`src/design/logArithPkg.sv`:
```
// Log values carry 6 integer and 6 fraction bits, so operands wider than 64 bits are not supported
`default_nettype none

package logArithPkg;

  ////////////////////////////////////////////////////////////////////////////
  // Fixed-point formats
  ////////////////////////////////////////////////////////////////////////////

  // Fraction bits of a log value
  localparam int fracBits = 6;

  // Integer bits of a log value
  localparam int intBits = 6;

  // Log value width without the zero flag
  localparam int logBits = intBits + fracBits;

  // Octave mantissa below the hidden one
  localparam int mantBits = 23;

  ////////////////////////////////////////////////////////////////////////////
  // Types
  ////////////////////////////////////////////////////////////////////////////

  // Base-2 log of an unsigned integer
  typedef struct packed {
    logic isZero;
    logic [intBits-1:0] intPart;
    logic [fracBits-1:0] frac;
  } logValue_t;

  // Opcode for combining the two logs
  typedef enum logic {
    opMul = 1'b0,
    opDiv = 1'b1
  } mulOp_t;

  // First antilog stage, mantissa plus shift and flags
  typedef struct packed {
    logic [mantBits-1:0] mantissa;
    logic [intBits-1:0] shiftCnt;
    logic isZero;
    logic saturate;
  } octaveStage_t;

endpackage

`default_nettype wire

```
`src/design/log2Convert.sv`:
```
// One-cycle log2 of an unsigned operand; inWidth must be 64 or less, fraction is table-approximated
`timescale 1ns/1ns
`default_nettype none

module log2Convert #(
  parameter int inWidth = 16
) (
  input  logic clk,
  input  logic [inWidth-1:0] value,
  output logArithPkg::logValue_t logOut
);
  import logArithPkg::*;

  // Operand with zero fill below, for short operands
  localparam int extWidth = inWidth + fracBits;

  logic valueZero;
  logic [intBits-1:0] leadPos;
  logic [intBits-1:0] normShift;
  logic [extWidth-1:0] normValue;
  logic [fracBits-1:0] fracIndex;
  logic [fracBits-1:0] fracLut;

  ////////////////////////////////////////////////////////////////////////////
  // Leading-one detector
  ////////////////////////////////////////////////////////////////////////////

  // Highest set bit wins, scanned upward
  always_comb begin
    leadPos = '0;
    for (int i = 0; i < inWidth; i++) begin
      if (value[i]) begin
        leadPos = intBits'(i);
      end
    end
  end

  assign valueZero = (value == '0);

  // Move the leading one to the top bit
  assign normShift = intBits'(inWidth - 1) - leadPos;
  assign normValue = {value, {fracBits{1'b0}}} << normShift;

  // Six bits just below the leading one
  assign fracIndex = normValue[extWidth-2 -: fracBits];

  ////////////////////////////////////////////////////////////////////////////
  // Fraction table, 64 * log2(1 + k/64) rounded
  ////////////////////////////////////////////////////////////////////////////

  always_comb begin
    case (fracIndex)
      6'd0: fracLut = 6'd0;
      6'd1: fracLut = 6'd1;
      6'd2: fracLut = 6'd3;
      6'd3: fracLut = 6'd4;
      6'd4: fracLut = 6'd6;
      6'd5: fracLut = 6'd7;
      6'd6: fracLut = 6'd8;
      6'd7: fracLut = 6'd10;
      6'd8: fracLut = 6'd11;
      6'd9: fracLut = 6'd12;
      6'd10: fracLut = 6'd13;
      6'd11: fracLut = 6'd15;
      6'd12: fracLut = 6'd16;
      6'd13: fracLut = 6'd17;
      6'd14: fracLut = 6'd18;
      6'd15: fracLut = 6'd19;
      6'd16: fracLut = 6'd21;
      6'd17: fracLut = 6'd22;
      6'd18: fracLut = 6'd23;
      6'd19: fracLut = 6'd24;
      6'd20: fracLut = 6'd25;
      6'd21: fracLut = 6'd26;
      6'd22: fracLut = 6'd27;
      6'd23: fracLut = 6'd28;
      6'd24: fracLut = 6'd29;
      6'd25: fracLut = 6'd30;
      6'd26: fracLut = 6'd31;
      6'd27: fracLut = 6'd32;
      6'd28: fracLut = 6'd34;
      6'd29: fracLut = 6'd35;
      6'd30: fracLut = 6'd35;
      6'd31: fracLut = 6'd36;
      6'd32: fracLut = 6'd37;
      6'd33: fracLut = 6'd38;
      6'd34: fracLut = 6'd39;
      6'd35: fracLut = 6'd40;
      6'd36: fracLut = 6'd41;
      6'd37: fracLut = 6'd42;
      6'd38: fracLut = 6'd43;
      6'd39: fracLut = 6'd44;
      6'd40: fracLut = 6'd45;
      6'd41: fracLut = 6'd46;
      6'd42: fracLut = 6'd47;
      6'd43: fracLut = 6'd47;
      6'd44: fracLut = 6'd48;
      6'd45: fracLut = 6'd49;
      6'd46: fracLut = 6'd50;
      6'd47: fracLut = 6'd51;
      6'd48: fracLut = 6'd52;
      6'd49: fracLut = 6'd52;
      6'd50: fracLut = 6'd53;
      6'd51: fracLut = 6'd54;
      6'd52: fracLut = 6'd55;
      6'd53: fracLut = 6'd56;
      6'd54: fracLut = 6'd56;
      6'd55: fracLut = 6'd57;
      6'd56: fracLut = 6'd58;
      6'd57: fracLut = 6'd59;
      6'd58: fracLut = 6'd60;
      6'd59: fracLut = 6'd60;
      6'd60: fracLut = 6'd61;
      6'd61: fracLut = 6'd62;
      6'd62: fracLut = 6'd63;
      6'd63: fracLut = 6'd63;
    endcase
  end

  ////////////////////////////////////////////////////////////////////////////
  // Output register
  ////////////////////////////////////////////////////////////////////////////

  // Zero operand gives leadPos 0 and index 0, so payload is clean
  always_ff @(posedge clk) begin
    logOut <= '{isZero: valueZero, intPart: leadPos, frac: fracLut};
  end

endmodule

`default_nettype wire

```
`src/design/logCombine.sv`:
```
// One-cycle add or subtract of two log values; saturate flags divide by zero and log sums past 64
`timescale 1ns/1ns
`default_nettype none

module logCombine (
  input  logic clk,
  input  logArithPkg::logValue_t logA,
  input  logArithPkg::logValue_t logB,
  input  logArithPkg::mulOp_t op,
  output logArithPkg::logValue_t logOut,
  output logic saturate
);
  import logArithPkg::*;

  // Top bit of each holds the carry or borrow
  logic [fracBits:0] fracSum;
  logic [intBits:0] intSum;
  logic [fracBits:0] fracDiff;
  logic [intBits:0] intDiff;
  logic [logBits-1:0] combined;
  logic resultZero;
  logic resultSat;

  // Multiply path, fraction carry ripples into the integer part
  assign fracSum = {1'b0, logA.frac} + {1'b0, logB.frac};
  assign intSum = {1'b0, logA.intPart} + {1'b0, logB.intPart}
                + {{intBits{1'b0}}, fracSum[fracBits]};

  // Divide path, fraction borrow taken from the integer part
  assign fracDiff = {1'b0, logA.frac} - {1'b0, logB.frac};
  assign intDiff = {1'b0, logA.intPart} - {1'b0, logB.intPart}
                 - {{intBits{1'b0}}, fracDiff[fracBits]};

  always_comb begin
    combined = '0;
    resultZero = 1'b0;
    resultSat = 1'b0;
    case (op)
      opMul: begin
        combined = {intSum[intBits-1:0], fracSum[fracBits-1:0]};
        resultZero = logA.isZero | logB.isZero;
        // Carry out means at least 2^64
        resultSat = ~resultZero & intSum[intBits];
      end
      opDiv: begin
        combined = {intDiff[intBits-1:0], fracDiff[fracBits-1:0]};
        if (logA.isZero) begin
          resultZero = 1'b1;
        end else if (logB.isZero) begin
          resultSat = 1'b1;
        end else if (intDiff[intBits]) begin
          // Quotient below one
          resultZero = 1'b1;
        end
      end
      default: begin
        resultZero = 1'b1;
      end
    endcase
  end

  // Registered combined log and flag
  always_ff @(posedge clk) begin
    logOut <= {resultZero, combined};
    saturate <= resultSat;
  end

endmodule

`default_nettype wire

```
`src/design/pow2Convert.sv`:
```
// Two-cycle base-2 antilog, integer part only; outWidth must be 64 or less, larger values saturate
`timescale 1ns/1ns
`default_nettype none

module pow2Convert #(
  parameter int outWidth = 32
) (
  input  logic clk,
  input  logArithPkg::logValue_t logIn,
  input  logic saturate,
  output logic [outWidth-1:0] result
);
  import logArithPkg::*;

  // Hidden one and mantissa, room for the largest shift
  localparam int shiftWidth = mantBits + (2 ** intBits);
  // Integer bits left after the fraction drops
  localparam int intWidth = shiftWidth - mantBits;

  octaveStage_t stage1;
  logic [mantBits-1:0] octaveLut;
  logic [shiftWidth-1:0] shifted;
  logic [intWidth-1:0] intValue;
  logic overflow;

  ////////////////////////////////////////////////////////////////////////////
  // Octave table, (2^(k/64) - 1) * 2^23 rounded
  ////////////////////////////////////////////////////////////////////////////

  always_comb begin
    case (logIn.frac)
      6'd0: octaveLut = 23'd0;
      6'd1: octaveLut = 23'd91346;
      6'd2: octaveLut = 23'd183687;
      6'd3: octaveLut = 23'd277033;
      6'd4: octaveLut = 23'd371395;
      6'd5: octaveLut = 23'd466786;
      6'd6: octaveLut = 23'd563215;
      6'd7: octaveLut = 23'd660693;
      6'd8: octaveLut = 23'd759234;
      6'd9: octaveLut = 23'd858847;
      6'd10: octaveLut = 23'd959546;
      6'd11: octaveLut = 23'd1061340;
      6'd12: octaveLut = 23'd1164243;
      6'd13: octaveLut = 23'd1268267;
      6'd14: octaveLut = 23'd1373424;
      6'd15: octaveLut = 23'd1479725;
      6'd16: octaveLut = 23'd1587184;
      6'd17: octaveLut = 23'd1695814;
      6'd18: octaveLut = 23'd1805626;
      6'd19: octaveLut = 23'd1916634;
      6'd20: octaveLut = 23'd2028850;
      6'd21: octaveLut = 23'd2142289;
      6'd22: octaveLut = 23'd2256963;
      6'd23: octaveLut = 23'd2372886;
      6'd24: octaveLut = 23'd2490071;
      6'd25: octaveLut = 23'd2608532;
      6'd26: octaveLut = 23'd2728283;
      6'd27: octaveLut = 23'd2849338;
      6'd28: octaveLut = 23'd2971711;
      6'd29: octaveLut = 23'd3095417;
      6'd30: octaveLut = 23'd3220470;
      6'd31: octaveLut = 23'd3346884;
      6'd32: octaveLut = 23'd3474675;
      6'd33: octaveLut = 23'd3603858;
      6'd34: octaveLut = 23'd3734447;
      6'd35: octaveLut = 23'd3866459;
      6'd36: octaveLut = 23'd3999908;
      6'd37: octaveLut = 23'd4134810;
      6'd38: octaveLut = 23'd4271181;
      6'd39: octaveLut = 23'd4409037;
      6'd40: octaveLut = 23'd4548394;
      6'd41: octaveLut = 23'd4689269;
      6'd42: octaveLut = 23'd4831678;
      6'd43: octaveLut = 23'd4975637;
      6'd44: octaveLut = 23'd5121164;
      6'd45: octaveLut = 23'd5268276;
      6'd46: octaveLut = 23'd5416990;
      6'd47: octaveLut = 23'd5567323;
      6'd48: octaveLut = 23'd5719293;
      6'd49: octaveLut = 23'd5872918;
      6'd50: octaveLut = 23'd6028216;
      6'd51: octaveLut = 23'd6185205;
      6'd52: octaveLut = 23'd6343903;
      6'd53: octaveLut = 23'd6504329;
      6'd54: octaveLut = 23'd6666503;
      6'd55: octaveLut = 23'd6830442;
      6'd56: octaveLut = 23'd6996167;
      6'd57: octaveLut = 23'd7163696;
      6'd58: octaveLut = 23'd7333050;
      6'd59: octaveLut = 23'd7504247;
      6'd60: octaveLut = 23'd7677309;
      6'd61: octaveLut = 23'd7852255;
      6'd62: octaveLut = 23'd8029107;
      6'd63: octaveLut = 23'd8207884;
    endcase
  end

  // Stage 1, table output with shift count and flags
  always_ff @(posedge clk) begin
    stage1 <= '{
      mantissa: octaveLut,
      shiftCnt: logIn.intPart,
      isZero: logIn.isZero,
      saturate: saturate
    };
  end

  ////////////////////////////////////////////////////////////////////////////
  // Barrel shifter and output stage
  ////////////////////////////////////////////////////////////////////////////

  // Hidden one restored above the mantissa
  assign shifted = {{(intWidth - 1){1'b0}}, 1'b1, stage1.mantissa} << stage1.shiftCnt;

  // Fraction bits dropped
  assign intValue = shifted[shiftWidth-1:mantBits];

  // Any set bit above the output width
  assign overflow = (intValue >> outWidth) != '0;

  // Zero flag first, payload may be stale then
  always_ff @(posedge clk) begin
    if (stage1.isZero) begin
      result <= '0;
    end else if (stage1.saturate || overflow) begin
      result <= '1;
    end else begin
      result <= intValue[outWidth-1:0];
    end
  end

endmodule

`default_nettype wire

```
`src/design/logArithTop.sv`:
```
// Approximate unsigned multiply and divide in the log domain; fixed 4-cycle latency, no back-pressure
`timescale 1ns/1ns
`default_nettype none

module logArithTop #(
  parameter int inWidth = 16,
  parameter int outWidth = 32
) (
  input  logic clk,
  input  logic reset,
  input  logic inValid,
  input  logic [inWidth-1:0] opA,
  input  logic [inWidth-1:0] opB,
  input  logArithPkg::mulOp_t op,
  output logic outValid,
  output logic [outWidth-1:0] result
);
  import logArithPkg::*;

  // Two log stages plus two antilog stages
  localparam int latency = 4;

  logic [latency-1:0] validPipe;
  mulOp_t opDelay;
  logValue_t logA;
  logValue_t logB;
  logValue_t logSum;
  logic combSat;

  ////////////////////////////////////////////////////////////////////////////
  // Control
  ////////////////////////////////////////////////////////////////////////////

  // Valid strobe follows the data pipeline
  always_ff @(posedge clk) begin
    if (reset) begin
      validPipe <= '0;
    end else begin
      validPipe <= {validPipe[latency-2:0], inValid};
    end
  end

  assign outValid = validPipe[latency-1];

  // Opcode lines up with the registered logs
  always_ff @(posedge clk) begin
    opDelay <= op;
  end

  ////////////////////////////////////////////////////////////////////////////
  // Datapath
  ////////////////////////////////////////////////////////////////////////////

  log2Convert #(.inWidth(inWidth)) u_logA (.clk(clk), .value(opA), .logOut(logA));

  log2Convert #(.inWidth(inWidth)) u_logB (.clk(clk), .value(opB), .logOut(logB));

  logCombine u_combine (
    .clk(clk),
    .logA(logA),
    .logB(logB),
    .op(opDelay),
    .logOut(logSum),
    .saturate(combSat)
  );

  pow2Convert #(.outWidth(outWidth)) u_pow2 (
    .clk(clk),
    .logIn(logSum),
    .saturate(combSat),
    .result(result)
  );

endmodule

`default_nettype wire

```
`config.mk`:
```
export PLATFORM = sky130hd
export DESIGN_NAME = logArithTop
export DESIGN_NICKNAME = d
export VERILOG_FILES = /design/src/design/logArithPkg.sv /design/src/design/log2Convert.sv /design/src/design/logCombine.sv /design/src/design/pow2Convert.sv /design/src/design/logArithTop.sv
export SDC_FILE = /design/constraint.sdc
export NUM_CORES = 1
export LEC_CHECK = 0
export ABC_AREA = 1
export BUFFER_PORTS_ARGS = -buffer_cell sky130_fd_sc_hd__buf_2
export CAP_MARGIN = 30
export CORE_AREA = 2 2 134 136
export CTS_BUF_LIST = sky130_fd_sc_hd__clkbuf_16
export CTS_CLUSTER_DIAMETER = 50
export DETAILED_ROUTE_END_ITERATION = 10
export DIE_AREA = 0 0 136 138
export PLACE_DENSITY_LB_ADDON = 0.05
export SLEW_MARGIN = 5
export SYNTH_ARGS = -nofsm -noshare
export SYNTH_HDL_FRONTEND = slang
export SYNTH_HIERARCHICAL = 1
export SYNTH_SLANG_ARGS = --single-unit
export TNS_END_PERCENT = 5
```
`constraint.sdc`:
```
create_clock -name clk -period 3.6 [get_ports clk]
set_input_delay 0 -clock clk [delete_from_list [all_inputs] [get_ports clk]]
set_output_delay 0 -clock clk [all_outputs]
set_load 0.005 [all_outputs]
```
Word level (Yosys, flattened, before mapping)
Memory sizes are Yosys's and may differ from the RTL's. A register that Yosys moved wholly into a read port is not among the register bits.
Index checks and enable logic that the tools add are counted.
- bits of input ports: 36
- memories kept: 3
- bits in registers: 69
- memory bits (read-only): 2240
- logic and storage cells: 75
- output and inout bits: 33
- memories (memory ; words ; bits a word ; rd ports ; clocked after memory_dff ; wr ports ; line ; text):
    (name not given) ; 64 ; 23 ; 1 ; 1 ; 0 ; pow2Convert.sv:31 ; case (logIn.frac)
    (name not given) ; 64 ; 6 ; 1 ; 1 ; 0 ; log2Convert.sv:52 ; case (fracIndex)
    (name not given) ; 64 ; 6 ; 1 ; 1 ; 0 ; log2Convert.sv:52 ;
- add/sub/neg operators: 8
- multiplexer cells: 39
- bitwise operators: 4
- shift operators: 3
- reductions and logical operators: 4
- operators by type and width (cell ; count):
    $shl A24 B6 Y87 ; 1
    $mux W4 ; 16
    $reduce_bool A64 Y1 ; 1
    $shl A22 B6 Y21 ; 2
    $logic_not A16 Y1 ; 2
    $mux W32 ; 1
    $mux W3 ; 8
    $pmux W12 S2 ; 1
    $sub A4 B4 Y5 const A ; 2
    $mux W2 ; 4
    $add A6 B6 Y7 ; 1
    $add A7 B1 Y7 ; 1
    $mux W1 ; 7
    $sub A6 B6 Y7 ; 1
    $sub A7 B1 Y7 ; 1
    $add A4 B4 Y5 ; 1
    $sub A4 B4 Y5 ; 1
    $pmux W1 S2 ; 2
    $not A1 Y1 ; 2
    $and A1 B1 Y1 ; 1
    $logic_or A1 B1 Y1 ; 1
    $or A1 B1 Y1 ; 1

Depth between registers and ports, before layout
Gate-level depths: netlist (run 1).
- word-level depth: 17
- mapped depth: 30
- gate-level depth less buffers: 29

Cells and area by module
The synthesis (run 1) kept the hierarchy.
- modules (own cells, without submodules) (module ; cells an instance ; times used ; area each (um2)):
    pow2Convert ; 816 ; 1 ; 5288.8
    log2Convert at u_logB ; 305 ; 1 ; 1670.4
    log2Convert at u_logA ; 288 ; 1 ; 1662.8
    logCombine ; 223 ; 1 ; 1530.2
    logArithTop ; 13 ; 1 ; 130.1

Least setup slack after synthesis (run 1)
No wires, ideal clock.
- path type: register -> register
- start point: reg, netlist name u_logA/logOut[0]
- end point: reg u_combine/logOut[12] in the netlist's numbering
- setup slack: 0.568 ns
- cell stages (with the launch flop): 21
- arrival: 2.921 ns
- required time: 3.489 ns
- clock period less this slack: 3.032 ns
- path buffers: 0
- path through: dfxtp_1 -> inv_1 -> ha_1 -> fa_1 -> nand3b_1 -> nand2_1 -> a21oi_1 -> o21bai_1 -> fa_1 -> inv_1 -> ha_1 -> nor2_1 -> fa_1 -> nand2_1 -> nand2_1 -> nand2_1 -> nand2_1 -> nand3_1 -> nand2_1 -> nor2_1 -> nor2_1
- word-level cells in the longest chain between the ends: 6
- RTL lines (what ; line ; text):
    $sub A6 B6 Y7 ; logCombine.sv:30 ; assign fracDiff = {1'b0, logA.frac} - {1'b0, logB.frac};
    $sub A7 B1 Y7 ; logCombine.sv:32 ; - {{intBits{1'b0}}, fracDiff[fracBits]};
    $mux W1 ; logCombine.sv:51 ; end else if (intDiff[intBits]) begin
    $mux W1 ; logCombine.sv:49 ; end else if (logB.isZero) begin
    $mux W1 ; logCombine.sv:47 ; if (logA.isZero) begin
    $pmux W1 S2 ; logCombine.sv:38 ; case (op)
    named net u_combine.resultZero ; logCombine.sv:21 ; logic resultZero;
    to (signal assigned) ; logCombine.sv:64 ; logOut <= {resultZero, combined};
    to (decl) ; logCombine.sv:10 ; output logArithPkg::logValue_t logOut,
The timed path passes the listed nets, and every way through them passes these cells.
A chain may end at the register's enable or synchronous reset.

Worst setup path in the final report (run 1)
- start point: reg, netlist name u_logA/logOut[0]
- end point: reg u_combine/logOut[12] in the netlist's numbering
- word-level cells in the longest chain between the ends: 6
- RTL lines (what ; line):
    $sub A6 B6 Y7 ; logCombine.sv:30
    $sub A7 B1 Y7 ; logCombine.sv:32
    $mux W1 ; logCombine.sv:51
    $mux W1 ; logCombine.sv:49
    $mux W1 ; logCombine.sv:47
    $pmux W1 S2 ; logCombine.sv:38
    named net u_combine.resultZero ; logCombine.sv:21
The timed path passes the listed nets, and every way through them passes these cells.

==> results of run 1 <==
-- flip-flops by register name, indices dropped and copies added, names as in the netlist --
signal and cells:
opDelay 1, u_combine/logOut 13, u_combine/saturate 1, u_logA/logOut 11
u_logB/logOut 11, u_pow2/result 32, u_pow2/stage1 31, validPipe 4
-- cells in the final DEF (no fill, tap or decap), types with 6 or more instances in the layout --
cell           instances
nor2_2                 8
nand2_2               26
nand2_4               13
nor3_1                 9
buf_2                 68
o211ai_1              19
nand2_1              421
inv_1                169
dfxtp_1              104
a21oi_1               39
nor2_1                74
ha_1                  55
o21ai_0               54
nand3_1              365
o221ai_1               6
fa_1                   6
o21ai_1               32
nand4_1               24
inv_2                 29
dlygate4sd3_1          9
a31oi_1                8
nand3_2               44
clkbuf_16              9
buf_4                 15
-- worst paths after layout --
check / slack, ns / depth (start not counted) / endpoint
max: 0.34 / 20 / u_combine/logOut[12]
min: 0.09 / 5 / u_logB/logOut[9]
max reg2reg: 0.34 / 20 / u_combine/logOut[12]
min reg2reg: 0.33 / 0 / u_pow2/stage1[5]
-- area by class of cell --
class,instances,area [sq um]
clock buffer,9,225
clock inverter,7,92.6
fill,1729,6710
inverter,201,764
multi-input combinational,1254,6830
sequential,104,2080
tap,229,287
timing repair buffer,92,543
-- power by group through the flow --
| stage | combinational [mW] | clock (mW) | sequential [mW] |
|---|---|---|---|
| 3_3_place_gp | 5.85 | 0 | 1.84 |
| 2_1_floorplan | 4.67 | 0 | 1.78 |
| 4_1_cts | 5.87 | 1.04 | 1.83 |
| 5_1_grt | 6.65 | 1.09 | 1.87 |
| 6_report | 6.04 | 1.01 | 1.82 |
| 3_5_place_dp | 5.84 | 0 | 1.85 |
-- metrics by stage --
stage,setup slack (ns),cell area [sq um]
4_1_cts,0.323,10800
6_report,0.344,10800
3_3_place_gp,0.394,10400
2_1_floorplan,0.568,10300
3_5_place_dp,0.333,10400
5_1_grt,0.0594,10800
-- per-layer routing --
metal / global-route usage [%] / up-vias / routed length (um)
li1: - / 5475 / -
met1: 38.8 / 4998 / 11900
met2: 48.8 / 458 / 13200
met3: 4.33 / 67 / 2010
met4: 10.2 / 0 / 801
met5: 0 / - / 0
-- worst max-delay path, delay by kind of cell, from the launching register on --
kind,cells,cell delay (ns)
AO/OA/AOI/OAI,2,0.23
adder cells (fa/ha/maj),5,1.62
buffers and inverters,2,0.12
flip-flops,1,0.34
AND/OR/NAND/NOR,11,0.86
-- timing repair --
item,CTS,global route
endpoints found under the hold margin,7,0
hold buffers,9,0
setup buffers,0,0
-- synthesized netlist by cell type, types with 2 or more instances --
cell,count,area [sq um]
nor4_1,2,12.5
buf_8,2,30.0
o21ai_1,32,160
o21ai_0,54,270
nand3b_1,3,22.5
a31oi_1,8,50.1
ha_1,55,688
a21oi_2,4,35.0
buf_12,2,40.0
o22ai_1,4,25.0
nand3_1,365,1830
fa_1,6,120
a21oi_1,39,195
xnor2_1,2,17.5
o221ai_1,6,52.6
buf_6,19,214
nand3_2,44,440
a31oi_4,2,42.5
o211ai_1,19,143
nand2_4,13,146
nand2_1,421,1580
nand3_4,2,35.0
buf_1,7,26.3
nor2_4,3,33.8
o21bai_1,2,15.0
inv_2,29,109
buf_2,35,175
nand2_2,26,163
inv_1,169,634
xor2_1,5,43.8
clkbuf_1,12,45.0
o21ai_2,3,26.3
nand4_1,24,150
nor2_2,8,50.1
a22oi_1,2,15.0
nor2_1,74,278
nor3_1,9,45.0
buf_4,11,82.6
conb_1,2,7.51
dfxtp_1,104,2080
-- kinds of logic (layout without fill, tap and decap cells) --
group / count (synthesis) / count (layout) / synth area share, %
AOI/OAI and AO/OA: 183 / 183 / 10.8
buffers and inverters: 289 / 309 / 13.4
DFF: 104 / 104 / 20.2
other: 2 / 4 / 0.0730
muxes: 1 / 1 / 0.0974
xor gates and xnor gates: 7 / 7 / 0.596
adders and majority gates: 61 / 61 / 7.86
and+or+nand+nor: 998 / 998 / 46.9
==> impl_summary.log, run 1 <==
[metrics] Max FO, Critical Path: 3
[metrics] post-layout power: about 8.9 mW
[metrics] Int Power: 4.05 mW
[metrics] leftover overflow at the end of global routing: 0
[metrics] post-route minimum period: 3.26 ns
[metrics] detailed-route DRC error count: 0
[metrics] level count of the clock H-tree: 3
[metrics] min-delay worst type: input pin to flop
[metrics] cell count after placement: roughly 1900
[metrics] Final Hold Viols: 0
[metrics] setup repair after global routing missed its margin: no
[metrics] number of top-level pins: 69
[metrics] CTS buffer count: 9
[metrics] first-iteration detailed-routing DRC count: 1330
[metrics] crit path cell chain: inv_1, ha_1, fa_1, nand3b_1, nand2_1, a21oi_1, o21bai_1, fa_1, inv_1, ha_1, nor2_1, fa_1, nand2_1, nand2_1, nand2_1, nand2_1, nand3_1, nand2_1, nor2_1, nor2_1
[metrics] area added between synthesis and finish: 5.27%
[metrics] routed length per placed instance: 14.7 um
[metrics] total global routing track utilization: 29.4%
[metrics] antenna violations before repair: 0
[metrics] clock latency of the later-clocked register in the worst-skew pair: 0.36 ns
[metrics] share of async-settable or async-resettable flops after synthesis: 0%
[metrics] clock tree root buffer cell: clkbuf_16
[metrics] most numerous cell on the critical path: nand2_1
[metrics] initial core utilization: 58.6%
[metrics] maximum vdd ir drop: 0.000621 V
[metrics] Total Routed Length: roughly 28 mm
[metrics] Worst slew margin: roughly two fifths
[metrics] EDFF count, synth: 0
[metrics] # Max-Cap Violations: 0
[metrics] remaining antenna violation count: 0
[metrics] launch point of the worst reg-to-reg path: u_logA/logOut[0]
[metrics] horizontal extent of the die: roughly 140 um
[metrics] number of global-route vias before repair: between 9000 and 10000
[metrics] FF+latch count, synth: 104
[metrics] clock sink total: 104
[metrics] post-synthesis cell area: ~0.010 sq mm
[metrics] CTS tree: yes
[metrics] setup-violating endpoint count in the final report: 0
[metrics] maximum buffer depth of the clock tree: 2
[metrics] HPWL Detailed: 21.0 mm
[metrics] Combinational Power Share: 68.1%
[metrics] # diodes: 0
[metrics] maximum clock frequency: 307 MHz
[metrics] final worst-path cycle share: 90.5%
[metrics] synthesized area per cell: roughly 6.3 sq um
[metrics] average vias per placed instance: 5.80
[metrics] final cell count without fillers: 1896
[metrics] Reg power frac: 20.5%
[metrics] static leakage: approximately 5.7 nW
[metrics] origin of the worst setup path: u_logA/logOut[0]
[metrics] wire length of the first global-routing pass: 45.8 mm
[metrics] number of distinct library cells after synthesis: 56
[metrics] count of instances resized after the clock tree is built: 0
[metrics] Chip Height: 138 um
[metrics] via count of the routed design: 11000
[metrics] sort of element at the end of the critical path: flop
[metrics] layout cell share with drive strength beyond 1: 14.3%
[metrics] status: complete, no violations
[metrics] clock network fraction of total power: 11.4%
[metrics] slowest library cell on the worst path: fa_1
[metrics] Nets: 1759
[metrics] Required @ worst endpoint: 3.86 ns
[metrics] power per standard cell area: 820 mW/mm^2
[metrics] number of slew-limit violations in the final report: 0
[metrics] switching part of the total: 54.4%
[metrics] iteration count of the initial detailed-routing pass: 5
[metrics] floorplan row count: slightly below 50
[metrics] total negative setup slack: 0 ns
[metrics] start point of the worst hold path: opB[9]
[metrics] Max Clock Skew: 0.0116 ns
[metrics] final standard cell utilization of the core: 61.7%
[metrics] number of warnings printed during yosys synthesis: 6
[metrics] port buffer count: 68
[metrics] worst slack on hold paths: 0.0945 ns
[metrics] clock transition at the registers of the reported paths: 0.08 ns
[metrics] synthesized netlist cell count: 1645
[metrics] sequential share of the synthesized area: ~20%
[metrics] class of the most critical setup path: flop to flop
[metrics] weighted congestion reported at the end of routability-driven placement: between 0.9 and 1
[metrics] total die area: 0.0188 sq mm
[metrics] crit-path max cell delay: 0.45 ns
[metrics] slew at the pin closest to its max-slew limit: about 0.90 ns
[metrics] most common flop cell mapped by yosys: dfxtp_1
[metrics] floorplan core area: 0.0175 sq mm
[metrics] Startpoint Class: flop
[metrics] pin count of the biggest net entering global routing: 48
[metrics] critical path data arrival time: 3.52 ns
[metrics] switching power summed over all nets: 4.83 mW
No activity file was read; power rests on OpenSTA's default activity.
==> run 2: changes to the inputs <==
CELL_PAD_IN_SITES_DETAIL_PLACEMENT = 1   (was default)
CELL_PAD_IN_SITES_GLOBAL_PLACEMENT = 2   (was default)
CORE_AREA = 2 2 177 179   (was 2 2 134 136)
DIE_AREA = 0 0 179 181   (was 0 0 136 138)
==> run 2 against run 1 <==
Net effect:
- first-iteration DRC count fell by 54%
- sequential power fell by 2%
- highest routed layer unchanged
- register-to-register slack improved by 0.03 ns
- via count down 2.5%
- power is 1.7% higher
- global-route usage fell by 7.8 points
- critical endpoint unchanged
==> impl_summary.log, run 2 (same netlist as run 1, synthesis figures left out) <==
[metrics] status: complete, no violations
[metrics] worst slack on hold paths: 0.00881 ns
[metrics] critical path data arrival time: 3.48 ns
[metrics] via count of the routed design: roughly 11000
[metrics] origin of the worst setup path: u_logA/logOut[0]
[metrics] clock latency of the later-clocked register in the worst-skew pair: 0.35 ns
[metrics] floorplan core area: 0.0303 sq mm
[metrics] min-delay worst type: input pin to flop
[metrics] # Max-Cap Violations: 0
[metrics] weighted congestion reported at the end of routability-driven placement: 0.866
[metrics] Final Hold Viols: 0
[metrics] layout cell share with drive strength beyond 1: 14.5%
[metrics] floorplan row count: between 60 and 70
[metrics] antenna violations before repair: 0
[metrics] Startpoint Class: flop
[metrics] static leakage: between 5 and 6 nW
[metrics] maximum buffer depth of the clock tree: 2
[metrics] register with the most flip-flops: u_pow2/result
[metrics] CTS tree: yes
[metrics] wire length of the first global-routing pass: 57.0 mm
[metrics] iteration count of the initial detailed-routing pass: 7
[metrics] initial core utilization: 33.9%
[metrics] crit path cell chain: inv_1, ha_1, fa_1, nand3b_1, nand2_1, a21oi_1, o21bai_1, fa_1, inv_1, ha_1, nor2_1, fa_2, nand2_1, nand2_1, nand2_1, nand2_1, nand3_1, nand2_1, nor2_1, nor2_1
[metrics] start point of the worst hold path: opA[3]
[metrics] worst path bufs/invs: 2
[metrics] Max Clock Skew: approximately 0.0056 ns
[metrics] Total Routed Length: 34.2 mm
[metrics] most numerous cell on the critical path: nand2_1
[metrics] post-layout power: roughly 9 mW
[metrics] slowest library cell on the worst path: fa_1
[metrics] maximum clock frequency: 310 MHz
[metrics] total die area: between 0.03 and 0.04 sq mm
[metrics] largest registers in the final layout: u_pow2/result: 32 flops, u_pow2/stage1: 31 flops, u_combine/logOut: 13 flops
[metrics] detailed-route DRC error count: 0
[metrics] clock tree root buffer cell: clkbuf_16
[metrics] number of inserted filler cells in the final layout: a little over 4000
[metrics] max reg flops: 32
[metrics] Worst slew margin: 38.1%
[metrics] setup-violating endpoint count in the final report: 0
[metrics] Chip Height: ~180 um
[metrics] average vias per placed instance: 5.19
[metrics] commonest cells after routing, fill and taps aside: nand2_1 (421), nand3_1 (365), inv_1 (169), dfxtp_1 (104), nor2_1 (74)
[metrics] most frequent standard cell in the layout excluding fill and tap cells: nand2_1
[metrics] total negative setup slack: 0 ns
[metrics] clock sink total: 104
[metrics] horizontal extent of the die: 179 um
[metrics] Max FO, Critical Path: 3
[metrics] crit-path max cell delay: 0.45 ns
[metrics] area added between synthesis and finish: 7.09%
[metrics] power per standard cell area: between 800 and 900 mW/mm^2
[metrics] clock transition at the registers of the reported paths: 0.07 ns
[metrics] # Post-CTS Setup Buffers: 0
[metrics] number of top-level pins: 69
[metrics] first-iteration detailed-routing DRC count: 618
[metrics] slew at the pin closest to its max-slew limit: roughly 0.93 ns
[metrics] final setup margin: ~0.37 ns
[metrics] Required @ worst endpoint: roughly 3.9 ns
[metrics] level count of the clock H-tree: 3
[metrics] sort of element at the end of the critical path: flop
[metrics] class of the most critical setup path: flop to flop
[metrics] remaining antenna violation count: 0
[metrics] # diodes: 0
[metrics] total global routing track utilization: a little over a fifth
[metrics] port buffer count: 68
[metrics] CP delay by family, top: adder cells
[metrics] launch point of the worst reg-to-reg path: u_logA/logOut[0]
[metrics] post-route minimum period: between 3 and 4 ns
[metrics] Post-Place Setup Slack: roughly 0.29 ns
[metrics] leftover overflow at the end of global routing: 0
[metrics] number of global-route vias before repair: 10900
[metrics] final worst-path cycle share: 89.7%
[metrics] routed length per placed instance: approximately 17 um
[metrics] number of slew-limit violations in the final report: 0
[metrics] pin count of the biggest net entering global routing: 47
[metrics] HPWL Detailed: ~26 mm
[metrics] Nets: approximately 1800
[metrics] maximum vdd ir drop: around 0.00038 V
[metrics] CTS buffer count: 9
[metrics] final standard cell utilization of the core: 36.3%
==> run 2: metrics by stage <==
stage | instance area (sq um) | std cells
after floorplan | 10300 | 1647
after global placement | 10600 | 2041
after detailed placement | 10600 | 2041
after CTS | 11000 | 2064
after global routing | 11000 | 2064
final | 11000 | 2064
==> run 2: worst register-to-register path: cells and delay by family (launching register included) <==
family                   cells  cell delay [ns]
adder cells (fa/ha/maj)      5             1.56
AND/OR/NAND/NOR             11             0.89
flip-flops                   1             0.34
AO/OA/AOI/OAI                2             0.23
buffers and inverters        2             0.12
==> run 2: path summary, 6_finish.rpt <==
kind                                             end  slack, ns  cells past startpoint
worst max-delay path            u_combine/logOut[12]       0.37                     20
worst min-delay path               u_logA/logOut[12]      0.009                      4
worst max register to register  u_combine/logOut[12]       0.37                     20
worst min register to register      u_pow2/stage1[7]       0.33                      0
==> run 2: per-layer routing <==
layer	share of wire, %	vias to the layer above	global-route usage [%]
met1	47	5014	29.2
met3	2.8	47	2.13
met5	0	-	0
met4	2.5	0	5.95
li1	-	5462	-
met2	48	198	36.2
==> run 2: final cells by class <==
type | count | area [sq um] | share of cell area, %
Inverter | 201 | 764 | 6.94
Clock inverter | 7 | 66.3 | 0.602
Timing Repair Buffer | 93 | 546 | 4.95
Multi-Input combinational cell | 1254 | 6830 | 62.0
Sequential cell | 104 | 2080 | 18.9
Tap cell | 396 | 495 | 4.50
Clock buffer | 9 | 225 | 2.05
==> run 2: where the power goes <==
part	total [mW]	switching (mW)	leakage [nW]	internal, mW
Clock	0.947	0.463	0.136	0.485
Sequential	1.78	0.231	0.874	1.55
Combinational	6.29	4.35	4.63	1.94
Total	9.02	5.05	5.64	3.98
==> run 2: repair_timing <==
item                       4_1_cts  5_1_grt
setup endpoints to repair        0        1
resized for setup                0        1
hold endpoints to repair         7        0
hold buffers                     7        0
